## config.mk

```make
export PLATFORM = sky130hd
export DESIGN_NAME = rv_core_top
export DESIGN_NICKNAME = d
export VERILOG_FILES = /design/src/design/core_pkg.sv /design/src/design/ctrl_if.sv /design/src/design/rv_core_top.sv /design/src/design/pc_unit.sv /design/src/design/alu.sv /design/src/design/reg_file.sv /design/src/design/inst_decoder.sv
export VERILOG_INCLUDE_DIRS = /design/src /design/src/include
export SDC_FILE = /design/constraint.sdc
export NUM_CORES = 2
export LEC_CHECK = 0
export ABC_CLOCK_PERIOD_IN_PS = 8400
export BUFFER_PORTS_ARGS = -buffer_cell sky130_fd_sc_hd__clkbuf_2
export CORE_ASPECT_RATIO = 0.8
export CORE_MARGIN = 2
export CORE_UTILIZATION = 45
export CTS_BUF_LIST = sky130_fd_sc_hd__clkbuf_8
export CTS_CLUSTER_DIAMETER = 40
export DETAILED_ROUTE_END_ITERATION = 8
export SLEW_MARGIN = 25
export SYNTH_ARGS = -nofsm -noshare
export SYNTH_HDL_FRONTEND = slang
export SYNTH_SLANG_ARGS = --single-unit
```

## constraint.sdc

```tcl
create_clock -name clk -period 8.4 [get_ports clk]
set_input_delay 0.84 -clock clk [delete_from_list [all_inputs] [get_ports clk]]
set_output_delay 0.84 -clock clk [all_outputs]
set_load 0.01 [all_outputs]
```

## src/include/core_defines.svh

```systemverilog
`ifndef CORE_DEFINES_SVH
`define CORE_DEFINES_SVH

// Data and address width
`define CORE_WORD_LEN 32

// Register file geometry
`define CORE_REG_COUNT 32
`define CORE_REG_ADDR_W 5

// Fetching this word halts the core
`define CORE_INST_ECALL 32'h0000_0073

`endif
```

## src/design/core_pkg.sv

```systemverilog
package core_pkg;

    // Major opcodes of the supported subset
    typedef enum logic [6:0] {
        OPC_LOAD   = 7'b0000011,
        OPC_STORE  = 7'b0100011,
        OPC_OP     = 7'b0110011,
        OPC_OP_IMM = 7'b0010011,
        OPC_BRANCH = 7'b1100011,
        OPC_JAL    = 7'b1101111,
        OPC_JALR   = 7'b1100111
    } opcode_e;

    typedef enum logic [4:0] {
        ALU_ADD  = 5'd0,
        ALU_SUB  = 5'd1,
        ALU_AND  = 5'd2,
        ALU_OR   = 5'd3,
        ALU_XOR  = 5'd4,
        ALU_SLL  = 5'd5,
        ALU_SRL  = 5'd6,
        ALU_SRA  = 5'd7,
        ALU_SLT  = 5'd8,
        ALU_SLTU = 5'd9,
        ALU_BEQ  = 5'd10,   // Branch compares
        ALU_BNE  = 5'd11,
        ALU_BLT  = 5'd12,
        ALU_BGE  = 5'd13,
        ALU_BLTU = 5'd14,
        ALU_BGEU = 5'd15,
        ALU_JALR = 5'd16
    } alu_op_e;

    typedef enum logic {
        OP1_RS1 = 1'b0,
        OP1_PC  = 1'b1
    } op1_sel_e;

    typedef enum logic [1:0] {
        OP2_RS2 = 2'd0,
        OP2_IMM = 2'd1
    } op2_sel_e;

    typedef enum logic [1:0] {
        WB_ALU = 2'd0,
        WB_MEM = 2'd1,
        WB_PC4 = 2'd2       // Link value for jal and jalr
    } wb_sel_e;

endpackage

```

## src/design/ctrl_if.sv

```systemverilog
`timescale 1ns/1ps
`include "core_defines.svh"

interface ctrl_if;

    core_pkg::alu_op_e         alu_op;
    core_pkg::op1_sel_e        op1_sel;
    core_pkg::op2_sel_e        op2_sel;
    logic [`CORE_WORD_LEN-1:0] imm;       // Already sign-extended
    logic                      rf_wen;
    logic                      mem_wen;
    core_pkg::wb_sel_e         wb_sel;
    logic                      is_branch;
    logic                      is_jump;

    modport decoder (
        output alu_op, op1_sel, op2_sel, imm, rf_wen, mem_wen, wb_sel, is_branch, is_jump
    );

    modport exec (input alu_op, op1_sel, op2_sel, imm);

    modport wback (input rf_wen, wb_sel);

    modport fetch (input imm, is_branch, is_jump);

endinterface

```

## src/design/rv_core_top.sv

```systemverilog
`timescale 1ns/1ps
`include "core_defines.svh"

module rv_core_top (
    input  logic                      clk,
    input  logic                      rst_n,
    output logic [`CORE_WORD_LEN-1:0] imem_addr_o,
    input  logic [`CORE_WORD_LEN-1:0] imem_inst_i,
    output logic [`CORE_WORD_LEN-1:0] dmem_addr_o,
    input  logic [`CORE_WORD_LEN-1:0] dmem_rdata_i,
    output logic                      dmem_wen_o,
    output logic [`CORE_WORD_LEN-1:0] dmem_wdata_o,
    output logic                      exit_o
);

    logic [`CORE_REG_ADDR_W-1:0] rs1_addr, rs2_addr, rd_addr;
    logic [`CORE_WORD_LEN-1:0]   rs1_data, rs2_data;
    logic [`CORE_WORD_LEN-1:0]   alu_result, pc, pc_plus4;
    logic                        br_taken, halted;

    ctrl_if ctrl ();

    inst_decoder i_inst_decoder (.inst_i(imem_inst_i), .ctrl(ctrl), .rs1_addr_o(rs1_addr),
                                 .rs2_addr_o(rs2_addr), .rd_addr_o(rd_addr));

    reg_file i_reg_file (.clk(clk), .rst_n(rst_n), .halted_i(halted), .rs1_addr_i(rs1_addr),
                         .rs2_addr_i(rs2_addr), .rd_addr_i(rd_addr), .alu_result_i(alu_result),
                         .mem_rdata_i(dmem_rdata_i), .pc_plus4_i(pc_plus4), .wb(ctrl),
                         .rs1_data_o(rs1_data), .rs2_data_o(rs2_data));

    alu i_alu (.ex(ctrl), .rs1_data_i(rs1_data), .rs2_data_i(rs2_data), .pc_i(pc),
               .result_o(alu_result), .br_taken_o(br_taken));

    pc_unit i_pc_unit (.clk(clk), .rst_n(rst_n), .inst_i(imem_inst_i), .fe(ctrl),
                       .br_taken_i(br_taken), .alu_result_i(alu_result), .pc_o(pc),
                       .pc_plus4_o(pc_plus4), .halted_o(halted));

    assign imem_addr_o  = pc;
    assign dmem_addr_o  = alu_result;
    assign dmem_wdata_o = rs2_data;
    assign dmem_wen_o   = ctrl.mem_wen & rst_n & ~halted;   // No stores in reset or after ecall
    assign exit_o       = halted;

endmodule

```

## src/design/pc_unit.sv

```systemverilog
`timescale 1ns/1ps
`include "core_defines.svh"

module pc_unit (
    input  logic                      clk,
    input  logic                      rst_n,
    input  logic [`CORE_WORD_LEN-1:0] inst_i,
    ctrl_if.fetch                     fe,
    input  logic                      br_taken_i,
    input  logic [`CORE_WORD_LEN-1:0] alu_result_i,
    output logic [`CORE_WORD_LEN-1:0] pc_o,
    output logic [`CORE_WORD_LEN-1:0] pc_plus4_o,
    output logic                      halted_o
);

    logic [`CORE_WORD_LEN-1:0] pc_q;
    logic [`CORE_WORD_LEN-1:0] pc_next;
    logic                      halt_q;

    // Sticky once ecall has been seen
    assign halted_o   = halt_q | (inst_i == `CORE_INST_ECALL);
    assign pc_o       = pc_q;
    assign pc_plus4_o = pc_q + `CORE_WORD_LEN'd4;

    always_comb begin
        if (halted_o) begin
            pc_next = pc_q;
        end else if (fe.is_jump) begin
            pc_next = alu_result_i;               // pc+imm for jal, rs1+imm for jalr
        end else if (fe.is_branch && br_taken_i) begin
            pc_next = pc_q + fe.imm;
        end else begin
            pc_next = pc_plus4_o;
        end
    end

    always_ff @(posedge clk) begin
        if (!rst_n) begin
            pc_q   <= '0;
            halt_q <= 1'b0;
        end else begin
            pc_q   <= pc_next;
            halt_q <= halted_o;
        end
    end

endmodule

```

## src/design/alu.sv

```systemverilog
`timescale 1ns/1ps
`include "core_defines.svh"

module alu (
    ctrl_if.exec                      ex,
    input  logic [`CORE_WORD_LEN-1:0] rs1_data_i,
    input  logic [`CORE_WORD_LEN-1:0] rs2_data_i,
    input  logic [`CORE_WORD_LEN-1:0] pc_i,
    output logic [`CORE_WORD_LEN-1:0] result_o,
    output logic                      br_taken_o
);

    logic [`CORE_WORD_LEN-1:0] op1;
    logic [`CORE_WORD_LEN-1:0] op2;
    logic [`CORE_WORD_LEN-1:0] sum;
    logic [4:0]                shamt;
    logic                      eq;
    logic                      lt_s;
    logic                      lt_u;

    assign op1   = (ex.op1_sel == core_pkg::OP1_PC) ? pc_i : rs1_data_i;
    assign op2   = (ex.op2_sel == core_pkg::OP2_IMM) ? ex.imm : rs2_data_i;
    assign sum   = op1 + op2;
    assign shamt = op2[4:0];
    assign eq    = (op1 == op2);
    assign lt_s  = ($signed(op1) < $signed(op2));
    assign lt_u  = (op1 < op2);

    always_comb begin
        case (ex.alu_op)
            core_pkg::ALU_SUB:  result_o = op1 - op2;
            core_pkg::ALU_AND:  result_o = op1 & op2;
            core_pkg::ALU_OR:   result_o = op1 | op2;
            core_pkg::ALU_XOR:  result_o = op1 ^ op2;
            core_pkg::ALU_SLL:  result_o = op1 << shamt;
            core_pkg::ALU_SRL:  result_o = op1 >> shamt;
            core_pkg::ALU_SRA:  result_o = $unsigned($signed(op1) >>> shamt);
            core_pkg::ALU_SLT:  result_o = {{(`CORE_WORD_LEN-1){1'b0}}, lt_s};
            core_pkg::ALU_SLTU: result_o = {{(`CORE_WORD_LEN-1){1'b0}}, lt_u};
            core_pkg::ALU_JALR: result_o = {sum[`CORE_WORD_LEN-1:1], 1'b0};
            default:            result_o = sum;   // add, load/store address, jal target
        endcase
    end

    always_comb begin
        case (ex.alu_op)
            core_pkg::ALU_BEQ:  br_taken_o = eq;
            core_pkg::ALU_BNE:  br_taken_o = !eq;
            core_pkg::ALU_BLT:  br_taken_o = lt_s;
            core_pkg::ALU_BGE:  br_taken_o = !lt_s;
            core_pkg::ALU_BLTU: br_taken_o = lt_u;
            core_pkg::ALU_BGEU: br_taken_o = !lt_u;
            default:            br_taken_o = 1'b0;
        endcase
    end

endmodule

```

## src/design/reg_file.sv

```systemverilog
`timescale 1ns/1ps
`include "core_defines.svh"

module reg_file (
    input  logic                        clk,
    input  logic                        rst_n,
    input  logic                        halted_i,
    input  logic [`CORE_REG_ADDR_W-1:0] rs1_addr_i,
    input  logic [`CORE_REG_ADDR_W-1:0] rs2_addr_i,
    input  logic [`CORE_REG_ADDR_W-1:0] rd_addr_i,
    input  logic [`CORE_WORD_LEN-1:0]   alu_result_i,
    input  logic [`CORE_WORD_LEN-1:0]   mem_rdata_i,
    input  logic [`CORE_WORD_LEN-1:0]   pc_plus4_i,
    ctrl_if.wback                       wb,
    output logic [`CORE_WORD_LEN-1:0]   rs1_data_o,
    output logic [`CORE_WORD_LEN-1:0]   rs2_data_o
);

    logic [`CORE_WORD_LEN-1:0] regs [`CORE_REG_COUNT];
    logic [`CORE_WORD_LEN-1:0] wb_data;

    always_comb begin
        case (wb.wb_sel)
            core_pkg::WB_MEM: wb_data = mem_rdata_i;
            core_pkg::WB_PC4: wb_data = pc_plus4_i;
            default:          wb_data = alu_result_i;
        endcase
    end

    always_ff @(posedge clk) begin
        if (!rst_n) begin
            for (int i = 0; i < `CORE_REG_COUNT; i++) begin
                regs[i] <= '0;
            end
        end else if (wb.rf_wen && !halted_i && rd_addr_i != '0) begin
            regs[rd_addr_i] <= wb_data;
        end
    end

    assign rs1_data_o = (rs1_addr_i == '0) ? '0 : regs[rs1_addr_i];   // x0 reads zero
    assign rs2_data_o = (rs2_addr_i == '0) ? '0 : regs[rs2_addr_i];

endmodule

```

## src/design/inst_decoder.sv

```systemverilog
`timescale 1ns/1ps
`include "core_defines.svh"

module inst_decoder (
    input  logic [`CORE_WORD_LEN-1:0]   inst_i,
    ctrl_if.decoder                     ctrl,
    output logic [`CORE_REG_ADDR_W-1:0] rs1_addr_o,
    output logic [`CORE_REG_ADDR_W-1:0] rs2_addr_o,
    output logic [`CORE_REG_ADDR_W-1:0] rd_addr_o
);

    core_pkg::opcode_e         opcode;
    logic [2:0]                funct3;
    logic [6:0]                funct7;
    logic [`CORE_WORD_LEN-1:0] imm_i;
    logic [`CORE_WORD_LEN-1:0] imm_s;
    logic [`CORE_WORD_LEN-1:0] imm_b;
    logic [`CORE_WORD_LEN-1:0] imm_j;

    assign opcode     = core_pkg::opcode_e'(inst_i[6:0]);
    assign funct3     = inst_i[14:12];
    assign funct7     = inst_i[31:25];
    assign rs1_addr_o = inst_i[19:15];
    assign rs2_addr_o = inst_i[24:20];
    assign rd_addr_o  = inst_i[11:7];

    assign imm_i = {{(`CORE_WORD_LEN-12){inst_i[31]}}, inst_i[31:20]};
    assign imm_s = {{(`CORE_WORD_LEN-12){inst_i[31]}}, inst_i[31:25], inst_i[11:7]};
    assign imm_b = {{(`CORE_WORD_LEN-13){inst_i[31]}}, inst_i[31], inst_i[7],
                    inst_i[30:25], inst_i[11:8], 1'b0};
    assign imm_j = {{(`CORE_WORD_LEN-21){inst_i[31]}}, inst_i[31], inst_i[19:12],
                    inst_i[20], inst_i[30:21], 1'b0};

    // Shared by OP and OP_IMM with alt picking sub or sra
    function automatic core_pkg::alu_op_e arith_op(input logic [2:0] f3, input logic alt);
        case (f3)
            3'b000:  arith_op = alt ? core_pkg::ALU_SUB : core_pkg::ALU_ADD;
            3'b001:  arith_op = core_pkg::ALU_SLL;
            3'b010:  arith_op = core_pkg::ALU_SLT;
            3'b011:  arith_op = core_pkg::ALU_SLTU;
            3'b100:  arith_op = core_pkg::ALU_XOR;
            3'b101:  arith_op = alt ? core_pkg::ALU_SRA : core_pkg::ALU_SRL;
            3'b110:  arith_op = core_pkg::ALU_OR;
            default: arith_op = core_pkg::ALU_AND;
        endcase
    endfunction

    function automatic core_pkg::alu_op_e branch_op(input logic [2:0] f3);
        case (f3)
            3'b000:  branch_op = core_pkg::ALU_BEQ;
            3'b001:  branch_op = core_pkg::ALU_BNE;
            3'b100:  branch_op = core_pkg::ALU_BLT;
            3'b101:  branch_op = core_pkg::ALU_BGE;
            3'b110:  branch_op = core_pkg::ALU_BLTU;
            default: branch_op = core_pkg::ALU_BGEU;
        endcase
    endfunction

    always_comb begin
        // Defaults decode to a harmless pc+4 with no writes
        ctrl.alu_op    = core_pkg::ALU_ADD;
        ctrl.op1_sel   = core_pkg::OP1_RS1;
        ctrl.op2_sel   = core_pkg::OP2_RS2;
        ctrl.imm       = imm_i;
        ctrl.rf_wen    = 1'b0;
        ctrl.mem_wen   = 1'b0;
        ctrl.wb_sel    = core_pkg::WB_ALU;
        ctrl.is_branch = 1'b0;
        ctrl.is_jump   = 1'b0;
        case (opcode)
            core_pkg::OPC_LOAD: begin
                ctrl.op2_sel = core_pkg::OP2_IMM;
                ctrl.wb_sel  = core_pkg::WB_MEM;
                ctrl.rf_wen  = (funct3 == 3'b010);   // lw only
            end
            core_pkg::OPC_STORE: begin
                ctrl.op2_sel = core_pkg::OP2_IMM;
                ctrl.imm     = imm_s;
                ctrl.mem_wen = (funct3 == 3'b010);
            end
            core_pkg::OPC_OP: begin
                ctrl.alu_op = arith_op(funct3, funct7[5]);
                ctrl.rf_wen = (funct7 == 7'b0000000) ||
                              (funct7 == 7'b0100000 && (funct3 == 3'b000 || funct3 == 3'b101));
            end
            core_pkg::OPC_OP_IMM: begin
                ctrl.alu_op  = arith_op(funct3, funct3 == 3'b101 && funct7[5]);
                ctrl.op2_sel = core_pkg::OP2_IMM;
                // Shift immediates need a clean funct7
                if (funct3 == 3'b001) begin
                    ctrl.rf_wen = (funct7 == 7'b0000000);
                end else if (funct3 == 3'b101) begin
                    ctrl.rf_wen = (funct7 == 7'b0000000) || (funct7 == 7'b0100000);
                end else begin
                    ctrl.rf_wen = 1'b1;
                end
            end
            core_pkg::OPC_BRANCH: begin
                ctrl.alu_op    = branch_op(funct3);
                ctrl.imm       = imm_b;
                ctrl.is_branch = (funct3[2:1] != 2'b01);
            end
            core_pkg::OPC_JAL: begin
                ctrl.op1_sel = core_pkg::OP1_PC;      // Target is pc+imm
                ctrl.op2_sel = core_pkg::OP2_IMM;
                ctrl.imm     = imm_j;
                ctrl.wb_sel  = core_pkg::WB_PC4;
                ctrl.rf_wen  = 1'b1;
                ctrl.is_jump = 1'b1;
            end
            core_pkg::OPC_JALR: begin
                if (funct3 == 3'b000) begin
                    ctrl.alu_op  = core_pkg::ALU_JALR;
                    ctrl.op2_sel = core_pkg::OP2_IMM;
                    ctrl.wb_sel  = core_pkg::WB_PC4;
                    ctrl.rf_wen  = 1'b1;
                    ctrl.is_jump = 1'b1;
                end
            end
            default: ;
        endcase
    end

endmodule

```

==> flow_summary.toml <==
[critical_path]
worstSetupPathDepth = 24
crit_path_end_kind = "output pin"
worst_setup_path_start_kind = "input pin"
cp_cell_sequence = "buf_8, buf_12, mux4_2, mux4_2, inv_1, o21ai_0, o21ai_0, ha_1, a21oi_1, o21bai_1, a21oi_1, o21ai_0, buf_4, nor2_1, buf_4, o21a_1, buf_4, o21ai_0, nand2_1, o2111ai_1, a211oi_1, buf_4, nand2_1, clkbuf_2"
critPathRequiredTime_ps = 7560
crit_path_end = "dmem_addr_o[28]"
worst-r2r-cell-count = 20
setup.worst_path.class = "in -> out"
r2r_start = "i_reg_file.regs[7][18]"
reg2reg_setup_slack_ps = 1500
slowest_delay_ps = 920
critical_path_arrival_ps = 7460
rr_endpoint = "i_pc_unit.pc_o[1]"
slowest_stage = "sky130_fd_sc_hd__o21ai_0"
crit_path_from = "imem_inst_i[21]"
path_buf_inv = 8
timing.critical_path.fanout_max = 91
critical_path.top_delay_family = "compound AO/OA/AOI/OAI gates"

[floorplanning]
die_height_um = 349
placementRows = 126
start_util_pct = 45.4
coreArea_mm2 = 0.148
floorplan.die.width_um = 435
floorplan.io_pins = 164
die_area_mm2 = 0.152

[timing]
setup_viol = 0
final_hold_viol_count = 0
final_min_period_over_clock_period_pct = 98.8
maxSlewViolCount = 0
finalWorstSetupSlack_ps = 96.9
clock-skew-final_ps = 61.8
timing.hold.ws_ps = 581
fin_tns_setup_ps = 0
relSlewSlack_pct = 11.8
worstMarginPinSlew_ps = 1310
rsz0062_at_grt = "no"
fmaxAchievable_mhz = 120
period_minus_slack_ps = 8300

[placed_design]
globalplace.congestion = 1.08
detailedPlace.worstSlack_ps = 523
hpwlAfterDp_um = 222000
io_buffer_count = 163

[logic_synthesis]
synth_seq_area_share_pct = 46.9
synthesis.area_per_instance_um2 = 11.5
ys_dominant_reg_cell = "sky130_fd_sc_hd__edfxtp_1"
share_of_async_settable_or_async_resettable_flops_after_synthesis_pct = 0
syn_area_mm2 = 0.0670
post_synth_edffs = 1024
ys_types = 104
synth.ff_latch_count = 1057
synth-warning-count = 0
postSynthCellCount = 5797

[route]
amount_of_wire_on_met3_after_detailed_routing_um = 49300
drt_first_iter_violations = 9873
post_drt_via_cell_ratio = 6.90
final_antenna_net_count = 0
vias = 56400
routedLengthMet1_um = 122000
route.top_layer_used = "met5"
drt_first_pass_iters = 8
dr_wl_met2_um = 127000
drt_total_wl_um = 316000
wl_per_cell_um = 38.6
drc_errors = 0

[pwr]
power_report.internal_total_w = 0.00982
vdd_ir_drop_max_mv = 0.154
cellLeakagePower_nw = 28.3
pwr-share-seq_pct = 38.2
pwr_density_cell_mw_per_mm2 = 211
power_frac_clock_pct = 28.8
combPwrFrac_pct = 33.0
switching_share_pct = 38.0
power.switching_w = 0.00603
power.total_w = 0.0158

[cts]
postCtsHoldBufs = 0
cts_inserted_buffers = 181
clk_latency_ps = 940
htree_levels = 4
tritoncts = "built"
ctsResizeCount = 0
clock_tree.buffer_depth = 3
clk_transition_reported_paths_ps = 40
ctsRootBufferMaster = "sky130_fd_sc_hd__clkbuf_8"
clock-sinks = 1057
post_cts_buffers = 0

[run]
max-cap-violations = 0

[run_status]
status = "finished clean"

[grt]
global_route.overflow_total = 0
grt.total_usage_pct = 40.8
number_of_global_route_vias_before_repair = 53200
grt_max_degree = 92
grt_antenna_before_repair = 18
grt_pass1_wl_um = 430000

[final_layout]
layout.cells.most_common = "sky130_fd_sc_hd__nor2_1"
final_layout_size_suffix_gt1_share_pct = 24.1
synth_to_layout_area_growth_pct = 12.3
num-nets-final = 6228
final_util_pct = 50.9
most-common-layout-cells = "sky130_fd_sc_hd__nor2_1, sky130_fd_sc_hd__edfxtp_1, sky130_fd_sc_hd__mux4_2, sky130_fd_sc_hd__buf_4, sky130_fd_sc_hd__nand2_1"

[worst_hold_path]
class_of_the_most_critical_hold_timing_path = "in -> reg"
==> layout make-up <==
type | instances | area, um2
tap | 1984 | 2480
antenna | 10 | 25.0
fill | 13100 | 72400
clock buffer | 188 | 2590
multi-input combinational | 4052 | 32900
inverter | 170 | 642
timing repair buffer | 566 | 4320
clock inverter | 137 | 817
sequential | 1057 | 31400
==> registers in the layout, indices dropped and copies added (netlist names) <==
register          count
i_pc_unit.halt_q      1
i_pc_unit.pc_o       32
i_reg_file.regs    1024
==> power by group through the flow <==
stage / registers, W / clock network, W / logic [W]
CTS: 0.00606 / 0.00458 / 0.00501
global placement: 0.00615 / 0 / 0.00502
floorplan: 0.00612 / 0 / 0.00279
detailed placement: 0.00616 / 0 / 0.00499
global route: 0.00608 / 0.00479 / 0.00532
finish: 0.00606 / 0.00456 / 0.00523
==> worst reg2reg max path, cell delays in order (launching register included) <==
cell and delay (ps):
sky130_fd_sc_hd__edfxtp_1 370, sky130_fd_sc_hd__mux4_2 500, sky130_fd_sc_hd__mux4_2 460, sky130_fd_sc_hd__inv_1 250
sky130_fd_sc_hd__o21ai_0 420, sky130_fd_sc_hd__o21ai_0 700, sky130_fd_sc_hd__ha_1 510, sky130_fd_sc_hd__nand2_1 110
sky130_fd_sc_hd__o21ai_0 90, sky130_fd_sc_hd__buf_4 160, sky130_fd_sc_hd__a211oi_1 300, sky130_fd_sc_hd__buf_4 180
sky130_fd_sc_hd__o2111ai_1 150, sky130_fd_sc_hd__buf_4 160, sky130_fd_sc_hd__nand3b_1 170, sky130_fd_sc_hd__a31o_2 180
sky130_fd_sc_hd__a31oi_1 120, sky130_fd_sc_hd__a21oi_4 800, sky130_fd_sc_hd__o21ai_0 280, sky130_fd_sc_hd__a32oi_1 600
sky130_fd_sc_hd__o32ai_1 220
==> layer usage <==
layer	vias to the layer above	GRT usage, %
met5	-	0.696
met4	16	18.5
met3	824	15.7
met2	4492	55.6
met1	28500	57.0
li1	22500	-
==> how the worst min path moves through the flow <==
stage / start / end / slack (ps) / cells past startpoint
finish: imem_inst_i[3] / i_pc_unit.pc_o[30] / 580 / 4
global route: imem_inst_i[3] / i_pc_unit.pc_o[30] / 550 / 4
CTS: imem_inst_i[3] / i_pc_unit.pc_o[30] / 500 / 4
detailed placement: i_pc_unit.pc_o[0] / i_pc_unit.pc_o[0] / 640 / 2
global placement: i_pc_unit.pc_o[14] / i_pc_unit.pc_o[14] / 610 / 2
floorplan: i_pc_unit.pc_o[0] / i_pc_unit.pc_o[0] / 520 / 2
==> cell usage after synthesis (103+ instances only) <==
library cell	number	share of area, %
sky130_fd_sc_hd__ha_1	131	2.4
sky130_fd_sc_hd__o21ai_0	210	1.6
sky130_fd_sc_hd__clkbuf_1	312	1.7
sky130_fd_sc_hd__buf_2	134	1.0
sky130_fd_sc_hd__nor2_1	1195	6.7
sky130_fd_sc_hd__mux4_2	491	17
sky130_fd_sc_hd__nand2_1	312	1.7
sky130_fd_sc_hd__edfxtp_1	1024	46
sky130_fd_sc_hd__a211oi_1	122	1.4
sky130_fd_sc_hd__inv_1	162	0.91
sky130_fd_sc_hd__mux2i_1	207	3.1
sky130_fd_sc_hd__a22oi_1	103	1.2
sky130_fd_sc_hd__a21oi_1	216	1.6
==> logic make-up (layout without fill, tap and decap cells) <==
logic type | after synthesis | in the layout | share of synthesized area (%)
fa+ha+maj | 134 | 134 | 2.54
xor+xnor | 76 | 76 | 0.994
flops | 1057 | 1057 | 46.9
other cells | 1 | 42 | 0.00560
mux | 736 | 736 | 20.3
buf+inv | 719 | 1061 | 4.96
compound gates | 1188 | 1188 | 12.5
simple gates | 1886 | 1886 | 11.8
==> through the flow <==
stage	cell area (um2)	instances
6_report	75200	8164
5_1_grt	75200	8163
4_1_cts	75100	8154
3_5_place_dp	71700	7829
3_3_place_gp	71700	7829
2_1_floorplan	67100	5828
Note: power is estimated with default switching activity, not from simulation.
